$ cat config.mk
export PLATFORM = sky130hd
export DESIGN_NAME = uart_top
export DESIGN_NICKNAME = d
export VERILOG_FILES = /design/src/uart_pkg.sv /design/src/uart_csr_if.sv /design/src/uart_core.sv /design/src/uart_csr_decode.sv /design/src/uart_top.sv
export VERILOG_INCLUDE_DIRS = /design/src /design/src/include
export SDC_FILE = /design/constraint.sdc
export NUM_CORES = 1
export LEC_CHECK = 0
export BUFFER_PORTS_ARGS = -buffer_cell sky130_fd_sc_hd__buf_2
export CAP_MARGIN = 0
export CORE_ASPECT_RATIO = 1.4
export CORE_MARGIN = 4
export CORE_UTILIZATION = 40
export CTS_CLUSTER_DIAMETER = 60
export DETAILED_ROUTE_END_ITERATION = 8
export GPL_ROUTABILITY_DRIVEN = 0
export PLACE_DENSITY = 0.65
export SLEW_MARGIN = 20
export SYNTH_ARGS = -nofsm -noshare
export SYNTH_HDL_FRONTEND = slang
export SYNTH_SLANG_ARGS = --single-unit
$ cat constraint.sdc
create_clock -name clk_i -period 2.8 [get_ports clk_i]
set_input_delay 0.14 -clock clk_i [delete_from_list [all_inputs] [get_ports clk_i]]
set_output_delay 0.14 -clock clk_i [all_outputs]
set_load 0.05 [all_outputs]
$ cat src/include/uart_consts.svh
/* UART peripheral constants
   divisor width and reset value, register map and control bits */

`ifndef UART_CONSTS_SVH
`define UART_CONSTS_SVH

// baud divisor, in clock cycles per bit
`define UART_DIV_W          16
`define UART_DIV_RST        16'd217   // 115200 baud at 25 MHz

// register offsets on the AXI4-Lite port
`define UART_ADDR_W         5
`define UART_ADDR_CTRL      5'h00
`define UART_ADDR_DIV       5'h04
`define UART_ADDR_TXDATA    5'h08
`define UART_ADDR_RXDATA    5'h0C
`define UART_ADDR_STATUS    5'h10

// control register bits
`define UART_CTRL_TXEN      0
`define UART_CTRL_RXEN      1
`define UART_CTRL_SRST      2   // self-clearing, reads as 0

`endif

$ cat src/uart_pkg.sv
/* UART shared types
   data, divisor and counter vectors plus the transmit and receive FSM states */

`include "uart_consts.svh"

package uart_pkg;

   typedef logic [7:0]             uart_data_t;    // one serial byte
   typedef logic [`UART_DIV_W-1:0] uart_div_t;     // cycles per bit
   typedef logic [`UART_DIV_W-1:0] uart_cnt_t;     // cycle count within a bit
   typedef logic [3:0]             uart_bitcnt_t;  // bit index within a frame

   // transmitter
   typedef enum logic [1:0] {
      IDLE,   // wait for a byte
      LOAD,   // build the frame pattern
      SEND    // shift the frame out
   } tx_state_t;

   // receiver
   typedef enum logic [2:0] {
      SYNC,        // wait for the line to go high
      HIGH,        // line must stay high for a full bit
      WAIT_START,  // wait for a falling edge
      START,       // confirm start at half a bit
      DATA         // sample data bits, then ride out the stop bit
   } rx_state_t;

endpackage

$ cat src/uart_csr_if.sv
/* UART register-to-core link
   control, divisor and data access between the bus decode and the UART core */

`timescale 1ns/1ps

interface uart_csr_if;
   import uart_pkg::*;

   logic       tx_en;     // transmit enable
   logic       rx_en;     // receive enable
   logic       soft_rst;  // one-cycle pulse
   uart_div_t  div;
   logic       tx_wr;     // one-cycle pulse, tx_data valid
   uart_data_t tx_data;
   logic       rx_rd;     // one-cycle pulse, held byte consumed
   uart_data_t rx_data;
   logic       tx_ready;
   logic       rx_ready;

   modport decode (
      output tx_en, rx_en, soft_rst, div, tx_wr, tx_data, rx_rd,
      input  rx_data, tx_ready, rx_ready
   );

   modport core (
      input  tx_en, rx_en, soft_rst, div, tx_wr, tx_data, rx_rd,
      output rx_data, tx_ready, rx_ready
   );

endinterface

$ cat src/uart_core.sv
/* UART 8N1 serial engine
   transmit and receive FSMs with CTS gating and a one-byte receive holding register */

`timescale 1ns/1ps

module uart_core (
   input  logic     clk_i,
   input  logic     rst_n_i,
   uart_csr_if.core csr,
   input  logic     rxd_i,
   output logic     txd_o,
   input  logic     cts_i,
   output logic     rts_o
);
   import uart_pkg::*;

   ////////////////////////////////////////////////////////////////////////////
   // transmitter
   ////////////////////////////////////////////////////////////////////////////
   tx_state_t    tx_state;
   logic [9:0]   tx_pattern;  // {stop, data, start}, LSB on the line
   uart_bitcnt_t tx_bitcnt;
   uart_cnt_t    tx_cyclecnt;
   uart_data_t   tx_data_q;
   logic         cts_meta;
   logic         cts_q;
   logic         tx_adv;
   logic         tx_accept;

   // two-flop CTS synchronizer
   always_ff @(posedge clk_i or negedge rst_n_i) begin
      if (!rst_n_i) begin
         cts_meta <= 1'b0;
         cts_q    <= 1'b0;
      end else begin
         cts_meta <= cts_i;
         cts_q    <= cts_meta;
      end
   end

   assign tx_adv    = csr.tx_en & cts_q;          // freeze while disabled or blocked
   assign tx_accept = csr.tx_wr & csr.tx_ready;   // writes while busy are dropped
   assign txd_o     = tx_pattern[0];

   always_ff @(posedge clk_i) begin
      if (tx_accept)
         tx_data_q <= csr.tx_data;
   end

   always_ff @(posedge clk_i or negedge rst_n_i) begin
      if (!rst_n_i) begin
         tx_state     <= IDLE;
         tx_pattern   <= '1;
         tx_bitcnt    <= '0;
         tx_cyclecnt  <= uart_cnt_t'(1);
         csr.tx_ready <= 1'b1;
      end else if (csr.soft_rst) begin
         tx_state     <= IDLE;
         tx_pattern   <= '1;
         tx_bitcnt    <= '0;
         tx_cyclecnt  <= uart_cnt_t'(1);
         csr.tx_ready <= 1'b1;
      end else begin
         if (tx_accept)
            csr.tx_ready <= 1'b0;
         if (tx_adv) begin
            case (tx_state)
               IDLE: begin
                  tx_pattern  <= '1;  // line idles high
                  tx_bitcnt   <= '0;
                  tx_cyclecnt <= uart_cnt_t'(1);
                  if (tx_accept || !csr.tx_ready)  // new or stalled byte
                     tx_state <= LOAD;
               end
               LOAD: begin
                  tx_pattern <= {1'b1, tx_data_q, 1'b0};
                  tx_state   <= SEND;
               end
               SEND: begin
                  if (tx_cyclecnt == csr.div) begin
                     if (tx_bitcnt == 4'd9) begin  // stop bit done
                        tx_state     <= IDLE;
                        csr.tx_ready <= 1'b1;
                     end else begin
                        tx_pattern  <= {1'b0, tx_pattern[9:1]};
                        tx_bitcnt   <= tx_bitcnt + 4'd1;
                        tx_cyclecnt <= uart_cnt_t'(1);
                     end
                  end else begin
                     tx_cyclecnt <= tx_cyclecnt + uart_cnt_t'(1);
                  end
               end
               default: tx_state <= IDLE;
            endcase
         end
      end
   end

   ////////////////////////////////////////////////////////////////////////////
   // receiver
   ////////////////////////////////////////////////////////////////////////////
   rx_state_t    rx_state;
   uart_bitcnt_t rx_bitcnt;
   uart_cnt_t    rx_cyclecnt;
   uart_data_t   rx_shift;
   logic         rx_sample;

   // mid-bit strobe for the 8 data bits
   assign rx_sample = csr.rx_en & ~csr.soft_rst & (rx_state == DATA) &
                      (rx_cyclecnt == csr.div) & (rx_bitcnt < 4'd8);

   assign rts_o = csr.rx_en & ~csr.rx_ready;  // hold off the peer while a byte waits

   always_ff @(posedge clk_i) begin
      if (rx_sample)
         rx_shift <= {rxd_i, rx_shift[7:1]};  // LSB arrives first
   end

   always_ff @(posedge clk_i or negedge rst_n_i) begin
      if (!rst_n_i)
         csr.rx_data <= '0;
      else if (rx_sample && (rx_bitcnt == 4'd7))
         csr.rx_data <= {rxd_i, rx_shift[7:1]};  // overwrites an unread byte
   end

   always_ff @(posedge clk_i or negedge rst_n_i) begin
      if (!rst_n_i) begin
         rx_state     <= SYNC;
         rx_bitcnt    <= '0;
         rx_cyclecnt  <= uart_cnt_t'(1);
         csr.rx_ready <= 1'b0;
      end else if (csr.soft_rst) begin
         rx_state     <= SYNC;
         rx_bitcnt    <= '0;
         rx_cyclecnt  <= uart_cnt_t'(1);
         csr.rx_ready <= 1'b0;
      end else begin
         if (csr.rx_rd)
            csr.rx_ready <= 1'b0;
         if (csr.rx_en) begin
            case (rx_state)
               SYNC: begin
                  rx_cyclecnt <= uart_cnt_t'(1);
                  rx_bitcnt   <= '0;
                  if (rxd_i)
                     rx_state <= HIGH;
               end
               HIGH: begin
                  if (!rxd_i)
                     rx_state <= SYNC;  // glitch, start over
                  else if (rx_cyclecnt == csr.div)
                     rx_state <= WAIT_START;
                  else
                     rx_cyclecnt <= rx_cyclecnt + uart_cnt_t'(1);
               end
               WAIT_START: begin
                  rx_cyclecnt <= uart_cnt_t'(1);
                  rx_bitcnt   <= '0;
                  if (!rxd_i)
                     rx_state <= START;
               end
               START: begin
                  if (rx_cyclecnt == (csr.div >> 1)) begin
                     rx_cyclecnt <= uart_cnt_t'(1);
                     rx_state    <= rxd_i ? SYNC : DATA;  // false start resyncs
                  end else begin
                     rx_cyclecnt <= rx_cyclecnt + uart_cnt_t'(1);
                  end
               end
               DATA: begin
                  if (rx_cyclecnt == csr.div) begin
                     rx_cyclecnt <= uart_cnt_t'(1);
                     rx_bitcnt   <= rx_bitcnt + 4'd1;
                     if (rx_bitcnt == 4'd7)
                        csr.rx_ready <= 1'b1;  // last data bit sampled
                     if (rx_bitcnt == 4'd8)
                        rx_state <= WAIT_START;  // now mid stop bit
                  end else begin
                     rx_cyclecnt <= rx_cyclecnt + uart_cnt_t'(1);
                  end
               end
               default: rx_state <= SYNC;
            endcase
         end
      end
   end

endmodule

$ cat src/uart_csr_decode.sv
/* UART AXI4-Lite register decode
   holds control and divisor, turns TXDATA/RXDATA accesses into core pulses */

`timescale 1ns/1ps
`include "uart_consts.svh"

module uart_csr_decode (
   input  logic                    clk_i,
   input  logic                    rst_n_i,
   input  logic [`UART_ADDR_W-1:0] s_awaddr_i,
   input  logic                    s_awvalid_i,
   output logic                    s_awready_o,
   input  logic [31:0]             s_wdata_i,
   input  logic                    s_wvalid_i,
   output logic                    s_wready_o,
   output logic [1:0]              s_bresp_o,
   output logic                    s_bvalid_o,
   input  logic                    s_bready_i,
   input  logic [`UART_ADDR_W-1:0] s_araddr_i,
   input  logic                    s_arvalid_i,
   output logic                    s_arready_o,
   output logic [31:0]             s_rdata_o,
   output logic [1:0]              s_rresp_o,
   output logic                    s_rvalid_o,
   input  logic                    s_rready_i,
   uart_csr_if.decode              csr
);

   localparam logic [1:0] RESP_OKAY   = 2'b00;
   localparam logic [1:0] RESP_SLVERR = 2'b10;

   logic        wr_acc;
   logic        rd_acc;
   logic [31:0] rd_word;

   function automatic logic is_mapped(input logic [`UART_ADDR_W-1:0] addr);
      return (addr == `UART_ADDR_CTRL)   || (addr == `UART_ADDR_DIV)    ||
             (addr == `UART_ADDR_TXDATA) || (addr == `UART_ADDR_RXDATA) ||
             (addr == `UART_ADDR_STATUS);
   endfunction

   ////////////////////////////////////////////////////////////////////////////
   // write channel
   ////////////////////////////////////////////////////////////////////////////
   assign wr_acc      = s_awvalid_i & s_wvalid_i & ~s_bvalid_o;  // one write at a time
   assign s_awready_o = wr_acc;
   assign s_wready_o  = wr_acc;

   always_ff @(posedge clk_i or negedge rst_n_i) begin
      if (!rst_n_i) begin
         csr.tx_en    <= 1'b0;
         csr.rx_en    <= 1'b0;
         csr.soft_rst <= 1'b0;
         csr.div      <= `UART_DIV_RST;
         csr.tx_wr    <= 1'b0;
         s_bvalid_o   <= 1'b0;
         s_bresp_o    <= RESP_OKAY;
      end else begin
         csr.tx_wr    <= 1'b0;  // pulses
         csr.soft_rst <= 1'b0;
         if (s_bvalid_o && s_bready_i)
            s_bvalid_o <= 1'b0;
         if (wr_acc) begin
            s_bvalid_o <= 1'b1;
            s_bresp_o  <= is_mapped(s_awaddr_i) ? RESP_OKAY : RESP_SLVERR;
            case (s_awaddr_i)
               `UART_ADDR_CTRL: begin
                  csr.tx_en    <= s_wdata_i[`UART_CTRL_TXEN];
                  csr.rx_en    <= s_wdata_i[`UART_CTRL_RXEN];
                  csr.soft_rst <= s_wdata_i[`UART_CTRL_SRST];
               end
               `UART_ADDR_DIV:    csr.div   <= s_wdata_i[`UART_DIV_W-1:0];
               `UART_ADDR_TXDATA: csr.tx_wr <= 1'b1;  // lines up with bvalid
               default: ;                             // read-only or unmapped
            endcase
         end
      end
   end

   // byte to send, qualified by tx_wr
   always_ff @(posedge clk_i) begin
      if (wr_acc && (s_awaddr_i == `UART_ADDR_TXDATA))
         csr.tx_data <= s_wdata_i[7:0];
   end

   ////////////////////////////////////////////////////////////////////////////
   // read channel
   ////////////////////////////////////////////////////////////////////////////
   assign rd_acc      = s_arvalid_i & ~s_rvalid_o;
   assign s_arready_o = rd_acc;

   always_comb begin
      rd_word = '0;
      case (s_araddr_i)
         `UART_ADDR_CTRL: begin
            rd_word[`UART_CTRL_TXEN] = csr.tx_en;
            rd_word[`UART_CTRL_RXEN] = csr.rx_en;
         end
         `UART_ADDR_DIV:    rd_word[`UART_DIV_W-1:0] = csr.div;
         `UART_ADDR_RXDATA: rd_word[7:0] = csr.rx_data;
         `UART_ADDR_STATUS: begin
            rd_word[0] = csr.tx_ready;
            rd_word[1] = csr.rx_ready;
         end
         default: ;  // TXDATA and holes read as zero
      endcase
   end

   always_ff @(posedge clk_i or negedge rst_n_i) begin
      if (!rst_n_i) begin
         s_rvalid_o <= 1'b0;
         s_rresp_o  <= RESP_OKAY;
         csr.rx_rd  <= 1'b0;
      end else begin
         csr.rx_rd <= 1'b0;
         if (s_rvalid_o && s_rready_i)
            s_rvalid_o <= 1'b0;
         if (rd_acc) begin
            s_rvalid_o <= 1'b1;
            s_rresp_o  <= is_mapped(s_araddr_i) ? RESP_OKAY : RESP_SLVERR;
            csr.rx_rd  <= (s_araddr_i == `UART_ADDR_RXDATA);  // byte already captured
         end
      end
   end

   always_ff @(posedge clk_i) begin
      if (rd_acc)
         s_rdata_o <= rd_word;
   end

endmodule

$ cat src/uart_top.sv
/* UART peripheral top level
   AXI4-Lite register decode joined to the 8N1 serial core */

`timescale 1ns/1ps
`include "uart_consts.svh"

module uart_top (
   input  logic                    clk_i,
   input  logic                    rst_n_i,
   // AXI4-Lite slave
   input  logic [`UART_ADDR_W-1:0] s_awaddr_i,
   input  logic                    s_awvalid_i,
   output logic                    s_awready_o,
   input  logic [31:0]             s_wdata_i,
   input  logic                    s_wvalid_i,
   output logic                    s_wready_o,
   output logic [1:0]              s_bresp_o,
   output logic                    s_bvalid_o,
   input  logic                    s_bready_i,
   input  logic [`UART_ADDR_W-1:0] s_araddr_i,
   input  logic                    s_arvalid_i,
   output logic                    s_arready_o,
   output logic [31:0]             s_rdata_o,
   output logic [1:0]              s_rresp_o,
   output logic                    s_rvalid_o,
   input  logic                    s_rready_i,
   // RS-232 side
   input  logic                    rxd_i,
   output logic                    txd_o,
   input  logic                    cts_i,
   output logic                    rts_o
);

   uart_csr_if csr_if ();

   uart_csr_decode u_decode (
      .clk_i      (clk_i),
      .rst_n_i    (rst_n_i),
      .s_awaddr_i (s_awaddr_i),
      .s_awvalid_i(s_awvalid_i),
      .s_awready_o(s_awready_o),
      .s_wdata_i  (s_wdata_i),
      .s_wvalid_i (s_wvalid_i),
      .s_wready_o (s_wready_o),
      .s_bresp_o  (s_bresp_o),
      .s_bvalid_o (s_bvalid_o),
      .s_bready_i (s_bready_i),
      .s_araddr_i (s_araddr_i),
      .s_arvalid_i(s_arvalid_i),
      .s_arready_o(s_arready_o),
      .s_rdata_o  (s_rdata_o),
      .s_rresp_o  (s_rresp_o),
      .s_rvalid_o (s_rvalid_o),
      .s_rready_i (s_rready_i),
      .csr        (csr_if.decode)
   );

   uart_core u_core (
      .clk_i  (clk_i),
      .rst_n_i(rst_n_i),
      .csr    (csr_if.core),
      .rxd_i  (rxd_i),
      .txd_o  (txd_o),
      .cts_i  (cts_i),
      .rts_o  (rts_o)
   );

endmodule

==> metrics.txt, run 1 <==
pwr dens about 770 nW/um^2; Max Cap Viol 0; total congestion overflow 0; Hold WC Path Type in2reg; actual slew at the worst max-slew pin 0.830 ns; asr flop ratio synth 0.702; Core Area 16800 um^2; Rel. slew slack 0.446; initial antenna violation count 0; FMAX ~380 MHz; Ys Warns 0; Port Buffers ~60; post-CTS setup buffers 0; Mean Syn Cell Area ~11 um^2; Post-Syn Area a little under 7000 um^2; Ports 94; vias in the first global route approximately 5300; DRT Pass-1 Iters 5; Layout Nets about 800; Final Hold Fails 0; CP startpoint kind register; post-route setup TNS 0 ns; Most used DFF post-synth dfrtp_1; HPWL after DPL 12200 um; placed cell count a little under 900; VDD IR max 0.406 mV; vias per cell 5.52; FILL cells roughly 1500; Cells after Synth around 630; DR vias slightly above 5000; Num CTS Buffers 17; Max Slew Vio Count 0; post-CTS sizing 0; status complete, no violations; die area between 15000 and 20000 um^2; number of synthesized flops with an enable pin 39; Starting Density 0.410; Worst setup EP type register; clk sinks 131; Layout Area Growth over Synthesis 18.8%; DR WL/cell about 18 um; critical path class reg2reg; WL final 17100 um; Static Leak 3.78 nW; Post-Layout Cell Count between 900 and 1000; first-pass GRT wire length roughly 27000 um; Core Rows 56; Die Ht 163 um; Die X approximately 120 um; DRC violations left 0; Setup Skew about 0.016 ns; TritonCTS clock tree yes; htree depth 4; Period Utilization, post-route 0.936; post-synthesis sequential area ratio 0.507; sequential cell area around 3500 um^2; cts hold-fix bufs 22; synth unique cells 62; ANT cells 0; WP data required about 3.2 ns; final setup vio count 0; Starting DRT DRC Count between 200 and 300; GR Util All Layers 0.179; Clock Latency Late Sink 0.43 ns; DRT antenna net count 0; Critical Path AT a little under 3 ns; CP max FO 9; clock-pin slew on the worst setup and hold paths ~0.07 ns; Seq cells post-synth 131; post-layout min period around 2.6 ns; layout cells sized above 1 0.230; clock root buffer clkbuf_16; CTS Buffer Depth 2; unrepaired setup endpoints after global routing no; area occupied by multi-input gates 3090 um^2; largest net degree at the start of global routing 54
[final cells by class]
type,count,share of cell area
multi-input combinational,452,0.378
clock inverter,15,0.0221
clock buffer,17,0.0519
sequential,131,0.427
inverter,21,0.00962
tap,203,0.0310
timing repair buffer,99,0.0812
[layout by cell type, fill, tap and decap left out, types with 22 or more instances in the layout]
cell type	count
nand3_1	23
buf_2	58
dfrtp_1	74
dlygate4sd3_1	22
edfxtp_1	39
o21ai_0	32
xor2_1	47
nor2_1	34
nand2_1	41
mux2_2	31
[state kept, by name, indices dropped and copies added (netlist names), 2 cells and up]
register and flops:
u_core.rx_cyclecnt 16, u_core.tx_cyclecnt 16, u_decode.csr.div 16, u_decode.s_rdata_o 16
u_core.tx_pattern 10, u_core.csr.rx_data 8, u_core.tx_data_q 8, u_decode.csr.tx_data 8
u_core.rx_shift 7, u_core.rx_bitcnt 4, u_core.tx_bitcnt 4, u_core.rx_state 3
u_core.tx_state 2
[synthesized netlist by cell type (6+ instances only)]
cell,number,area (um^2)
dfrtp_1,74,1850
xor2_1,47,412
nand2_1,41,154
edfxtp_1,39,1170
nor2_1,34,128
o21ai_0,32,160
mux2_2,31,349
nand3_1,23,115
a21oi_1,21,105
inv_1,21,78.8
buf_4,20,150
dfstp_2,18,473
nor2b_1,17,106
mux2i_1,16,160
a22o_1,15,131
and3_1,15,93.8
nor4_1,14,87.6
a22oi_1,12,90.1
clkbuf_1,11,41.3
ha_1,11,138
and2_1,10,62.6
buf_6,7,78.8
nand4_1,7,43.8
a21o_1,6,45.0
o22ai_1,6,37.5
[cells by family after synthesis]
| logic type | synth area share |
|---|---|
| DFF | 0.507 |
| buffers and inverters | 0.0544 |
| xor gates and xnor gates | 0.0597 |
| AOI/OAI and AO/OA | 0.124 |
| muxes | 0.0803 |
| and+or+nand+nor | 0.154 |
| other | 0.000544 |
| adders and majority gates | 0.0199 |
[worst max-delay path, stage by stage, from the launching register on]
cell       delay [ns]
dfstp_2          0.60
buf_4            0.14
xor2_1           0.06
nor4_1           0.38
and4_1           0.46
a31oi_1          0.35
o2111ai_1        0.32
mux2i_1          0.22
[worst paths after layout]
path                            cells after the start                       startpoint  slack [ns]                                  to
worst max-delay path                                7  u_decode.csr.div[6]$_DFFE_PN1P_        0.18  u_core.tx_cyclecnt[11]$_DFFE_PN0P_
worst min register to register                      0        u_core.cts_meta$_DFF_PN0_        0.35              u_core.cts_q$_DFF_PN0_
min in group asynchronous                           2                          rst_n_i        0.24     u_core.rx_bitcnt[3]$_DFFE_PN0P_
worst max register to register                      7  u_decode.csr.div[6]$_DFFE_PN1P_        0.18  u_core.tx_cyclecnt[11]$_DFFE_PN0P_
worst min-delay path                                3                    s_araddr_i[0]        0.01   u_decode.s_rresp_o[1]$_DFFE_PN0P_
max in group asynchronous                           3                          rst_n_i        1.81   u_core.tx_cyclecnt[0]$_DFFE_PN1P_
[layer usage]
metal,vias up,track usage,part of all wire
li1,2431,-,-
met1,2584,0.209,0.40
met2,139,0.319,0.53
met3,28,0.0322,0.039
met4,0,0.0791,0.025
met5,-,0,0
[per-stage QoR]
step	instance area, um^2	util	power [W]	worst slack, ns	hold WS (ns)
after floorplan	6960	-	0.00361	0.246	-0.156
after global placement	7370	0.438	0.00393	0.216	0.164
after detailed placement	7370	0.438	0.00398	0.196	0.169
after CTS	8200	0.487	0.00632	0.180	0.0123
after global routing	8200	0.487	0.00661	0.0219	0.0147
final	8200	0.487	0.00629	0.179	0.0146
[where the power goes]
group / internal (W) / switching, W / total, W
sequential: 0.00224 / 0.000231 / 0.00247
clock: 0.00129 / 0.00102 / 0.00231
combinational: 0.000561 / 0.000945 / 0.00151
total: 0.00409 / 0.00220 / 0.00629
(Power assumes the default switching activity.)
==> run 2, diff against run 1 <==
--- a/config.mk
+++ b/config.mk
@@ -10,11 +10,11 @@
 export CAP_MARGIN = 0
 export CORE_ASPECT_RATIO = 1.4
 export CORE_MARGIN = 4
-export CORE_UTILIZATION = 40
+export CORE_UTILIZATION = 55
 export CTS_CLUSTER_DIAMETER = 60
 export DETAILED_ROUTE_END_ITERATION = 8
 export GPL_ROUTABILITY_DRIVEN = 0
-export PLACE_DENSITY = 0.65
+export PLACE_DENSITY = 0.83
 export SLEW_MARGIN = 20
 export SYNTH_ARGS = -nofsm -noshare
 export SYNTH_HDL_FRONTEND = slang
==> metrics.txt, run 2 (synthesized netlist as in run 1, its figures left out) <==
area occupied by multi-input gates 3100 um^2 (about the same); vias per cell 6.17 (+12%); vias in the first global route 5502 (+3.9%); first-pass GRT wire length 28100 um (+2.2%); Layout Nets 788 (+0.51%); final setup vio count 0 (unchanged); top sig layer met4; WP data required 3.13 ns (-0.02 ns); crit path cell chain xor2_1 > nor4_1 > nand4_1 > o21ai_1 > a22oi_1 > o21ai_0; Die Ht 141 um (-14%); largest net degree at the start of global routing 87 (+61%); GR Util All Layers 0.253 (+0.0742); CP startpoint kind register; layout cells sized above 1 0.231 (+0.00146); Post-Layout Cell Count 889 (-5.2%); Met1 Wirelength 6320 um (-8.4%); Max Cap Viol 0 (unchanged); FILL cells 872 (-42%); Worst setup EP type register; unrepaired setup endpoints after global routing no; Core Rows 48 (-14%); Starting DRT DRC Count 392 (+32%); Rel. slew slack 0.406 (-0.0407); Max Slew Vio Count 0 (unchanged); DRC violations left 0 (unchanged); CP max FO 6 (-3); worst path buffer plus inverter count 0 (-1); clk sinks 131 (unchanged); DRT antenna net count 0 (unchanged); Period Utilization, post-route 0.948 (+0.0121); Static Leak 3.78 nW (about the same); Worst Hold End u_decode.s_rresp_o[1]$_DFFE_PN0P_; slowest stage delay, CP 0.61 ns (about the same); Setup Skew 0.0125 ns (-0.00348 ns); Num CTS Buffers 17 (unchanged); most frequent cells in the layout 74 x dfrtp_1, 58 x buf_2, 47 x xor2_1; DRT Pass-1 Iters 5 (unchanged); Critical Path AT 2.99 ns (+0.02 ns); Final Util 0.661 (+0.174); ANT cells 0 (unchanged); R2R Setup Slk 0.15 ns (-0.03 ns); Ports 94 (unchanged); Port Buffers 59 (unchanged); total congestion overflow 0 (unchanged); min-delay src s_araddr_i[1]; post-layout min period 2.65 ns (+0.0338 ns); die area 14400 um^2 (-26%); Die X 103 um (-14%); commonest non-fill, non-tap cell in the layout dfrtp_1; DR WL/cell 19.7 um (+8.0%); pwr dens 770 nW/um^2 (+0.32%); TritonCTS clock tree yes; Layout Area Growth over Synthesis 18.0%; slowest stage cell, crit path dfstp_2; Top delay family on crit path compound AO/OA/AOI/OAI gates; critical path class reg2reg; Hold WC Path Type in2reg; clock-pin slew on the worst setup and hold paths 0.06 ns (about the same); R2R cell count 6 (-1); htree depth 4 (unchanged); Final Hold Fails 0 (unchanged); DR vias 5486 (+5.9%); Starting Density 0.560 (+0.150); wire length on met2 9380 um (+2.9%); Clock Latency Late Sink 0.43 ns (about the same); HPWL after DPL 11800 um (-2.7%); Hold Path Depth 3 (unchanged); placed cell count 834 (-5.7%); actual slew at the worst max-slew pin 0.887 ns (+0.0569 ns); status complete, no violations; Core Area 12300 um^2 (-27%); sequential cell area 3500 um^2 (unchanged); FMAX 377 MHz (-1.3%); DR WL met3 1160 um (+71%); initial antenna violation count 0 (unchanged); R2R Path Start u_decode.csr.div[4]$_DFFE_PN1P_; VDD IR max 0.342 mV (-16%); CTS Buffer Depth 2 (unchanged); r2r endpoint u_core.tx_cyclecnt[6]$_DFFE_PN0P_; clock root buffer clkbuf_16; Levels on crit path 6 (-1); post-route setup TNS 0 ns (unchanged); WL final 17500 um (+2.3%)
==> run 2: changes by cell type in the layout (fill, tap and decap cells not counted), moves of 2 or more <==
cell	before	now
clkbuf_1	0	2
buf_4	18	21
clkbuf_8	0	3
clkinv_4	2	6
inv_8	9	0
==> run 2: where the power goes <==
part	internal [W]	total (W)	switching, W
clock	0.00135	0.00220	0.000853
combinational	0.000579	0.00157	0.000992
sequential	0.00224	0.00249	0.000248
==> run 2: final cells by class <==
type | instances | share of cell area
clock inverters | 9 | 0.0120
repair buffers | 103 | 0.0847
well taps | 150 | 0.0230
inverters | 21 | 0.00968
clock buffers | 23 | 0.0613
multi-input cells | 452 | 0.380
flip-flops and latches | 131 | 0.429
==> run 2: stage by stage <==
stage                     hold WS, ns  area [um^2]  total power [W]  worst slack [ns]
after floorplan                -0.156         6960          0.00361             0.246
after global placement          0.251         7310          0.00391             0.318
after detailed placement        0.256         7310          0.00401             0.140
after CTS                    0.000894         8140          0.00625            0.0963
after global routing           0.0121         8140          0.00654            0.0684
final                          0.0162         8140          0.00627             0.146
==> run 2: routing by layer <==
layer | global-route usage | vias to the layer above
li1 | - | 2465
met1 | 0.283 | 2689
met2 | 0.438 | 272
met3 | 0.0722 | 60
met4 | 0.111 | 0
met5 | 0 | -
==> run 2: worst min-delay path, cell delays in order <==
cell,delay (ns)
buf_2,0.08
nor2_1,0.06
a31oi_1,0.12
==> run 2: how the worst max path moves through the flow <==
| stage | start | slack (ns) | end |
|---|---|---|---|
| finish | u_decode.csr.div[4]$_DFFE_PN1P_ | 0.15 | u_core.tx_cyclecnt[6]$_DFFE_PN0P_ |
| global route | u_core.rx_cyclecnt[0]$_DFFE_PN1P_ | 0.07 | u_core.csr.rx_data[0]$_DFFE_PN0P_ |
| CTS | u_core.rx_cyclecnt[0]$_DFFE_PN1P_ | 0.1 | u_core.csr.rx_data[0]$_DFFE_PN0P_ |
| detailed placement | u_core.rx_cyclecnt[0]$_DFFE_PN1P_ | 0.14 | u_core.csr.rx_data[4]$_DFFE_PN0P_ |
| global placement | u_core.rx_cyclecnt[12]$_DFFE_PN0P_ | 0.32 | u_core.csr.rx_data[3]$_DFFE_PN0P_ |
| floorplan | u_decode.s_rvalid_o$_DFFE_PN0P_ | 0.25 | u_decode.s_rdata_o[0]$_DFFE_PP_ |
==> run 2: timing repair <==
item / in CTS / in global routing
hold buffers: 23 / 0
endpoints found under the setup margin: 0 / 7
hold endpoints to repair: 103 / 0
resized for setup: 0 / 1
buffers inserted: 0 / 0
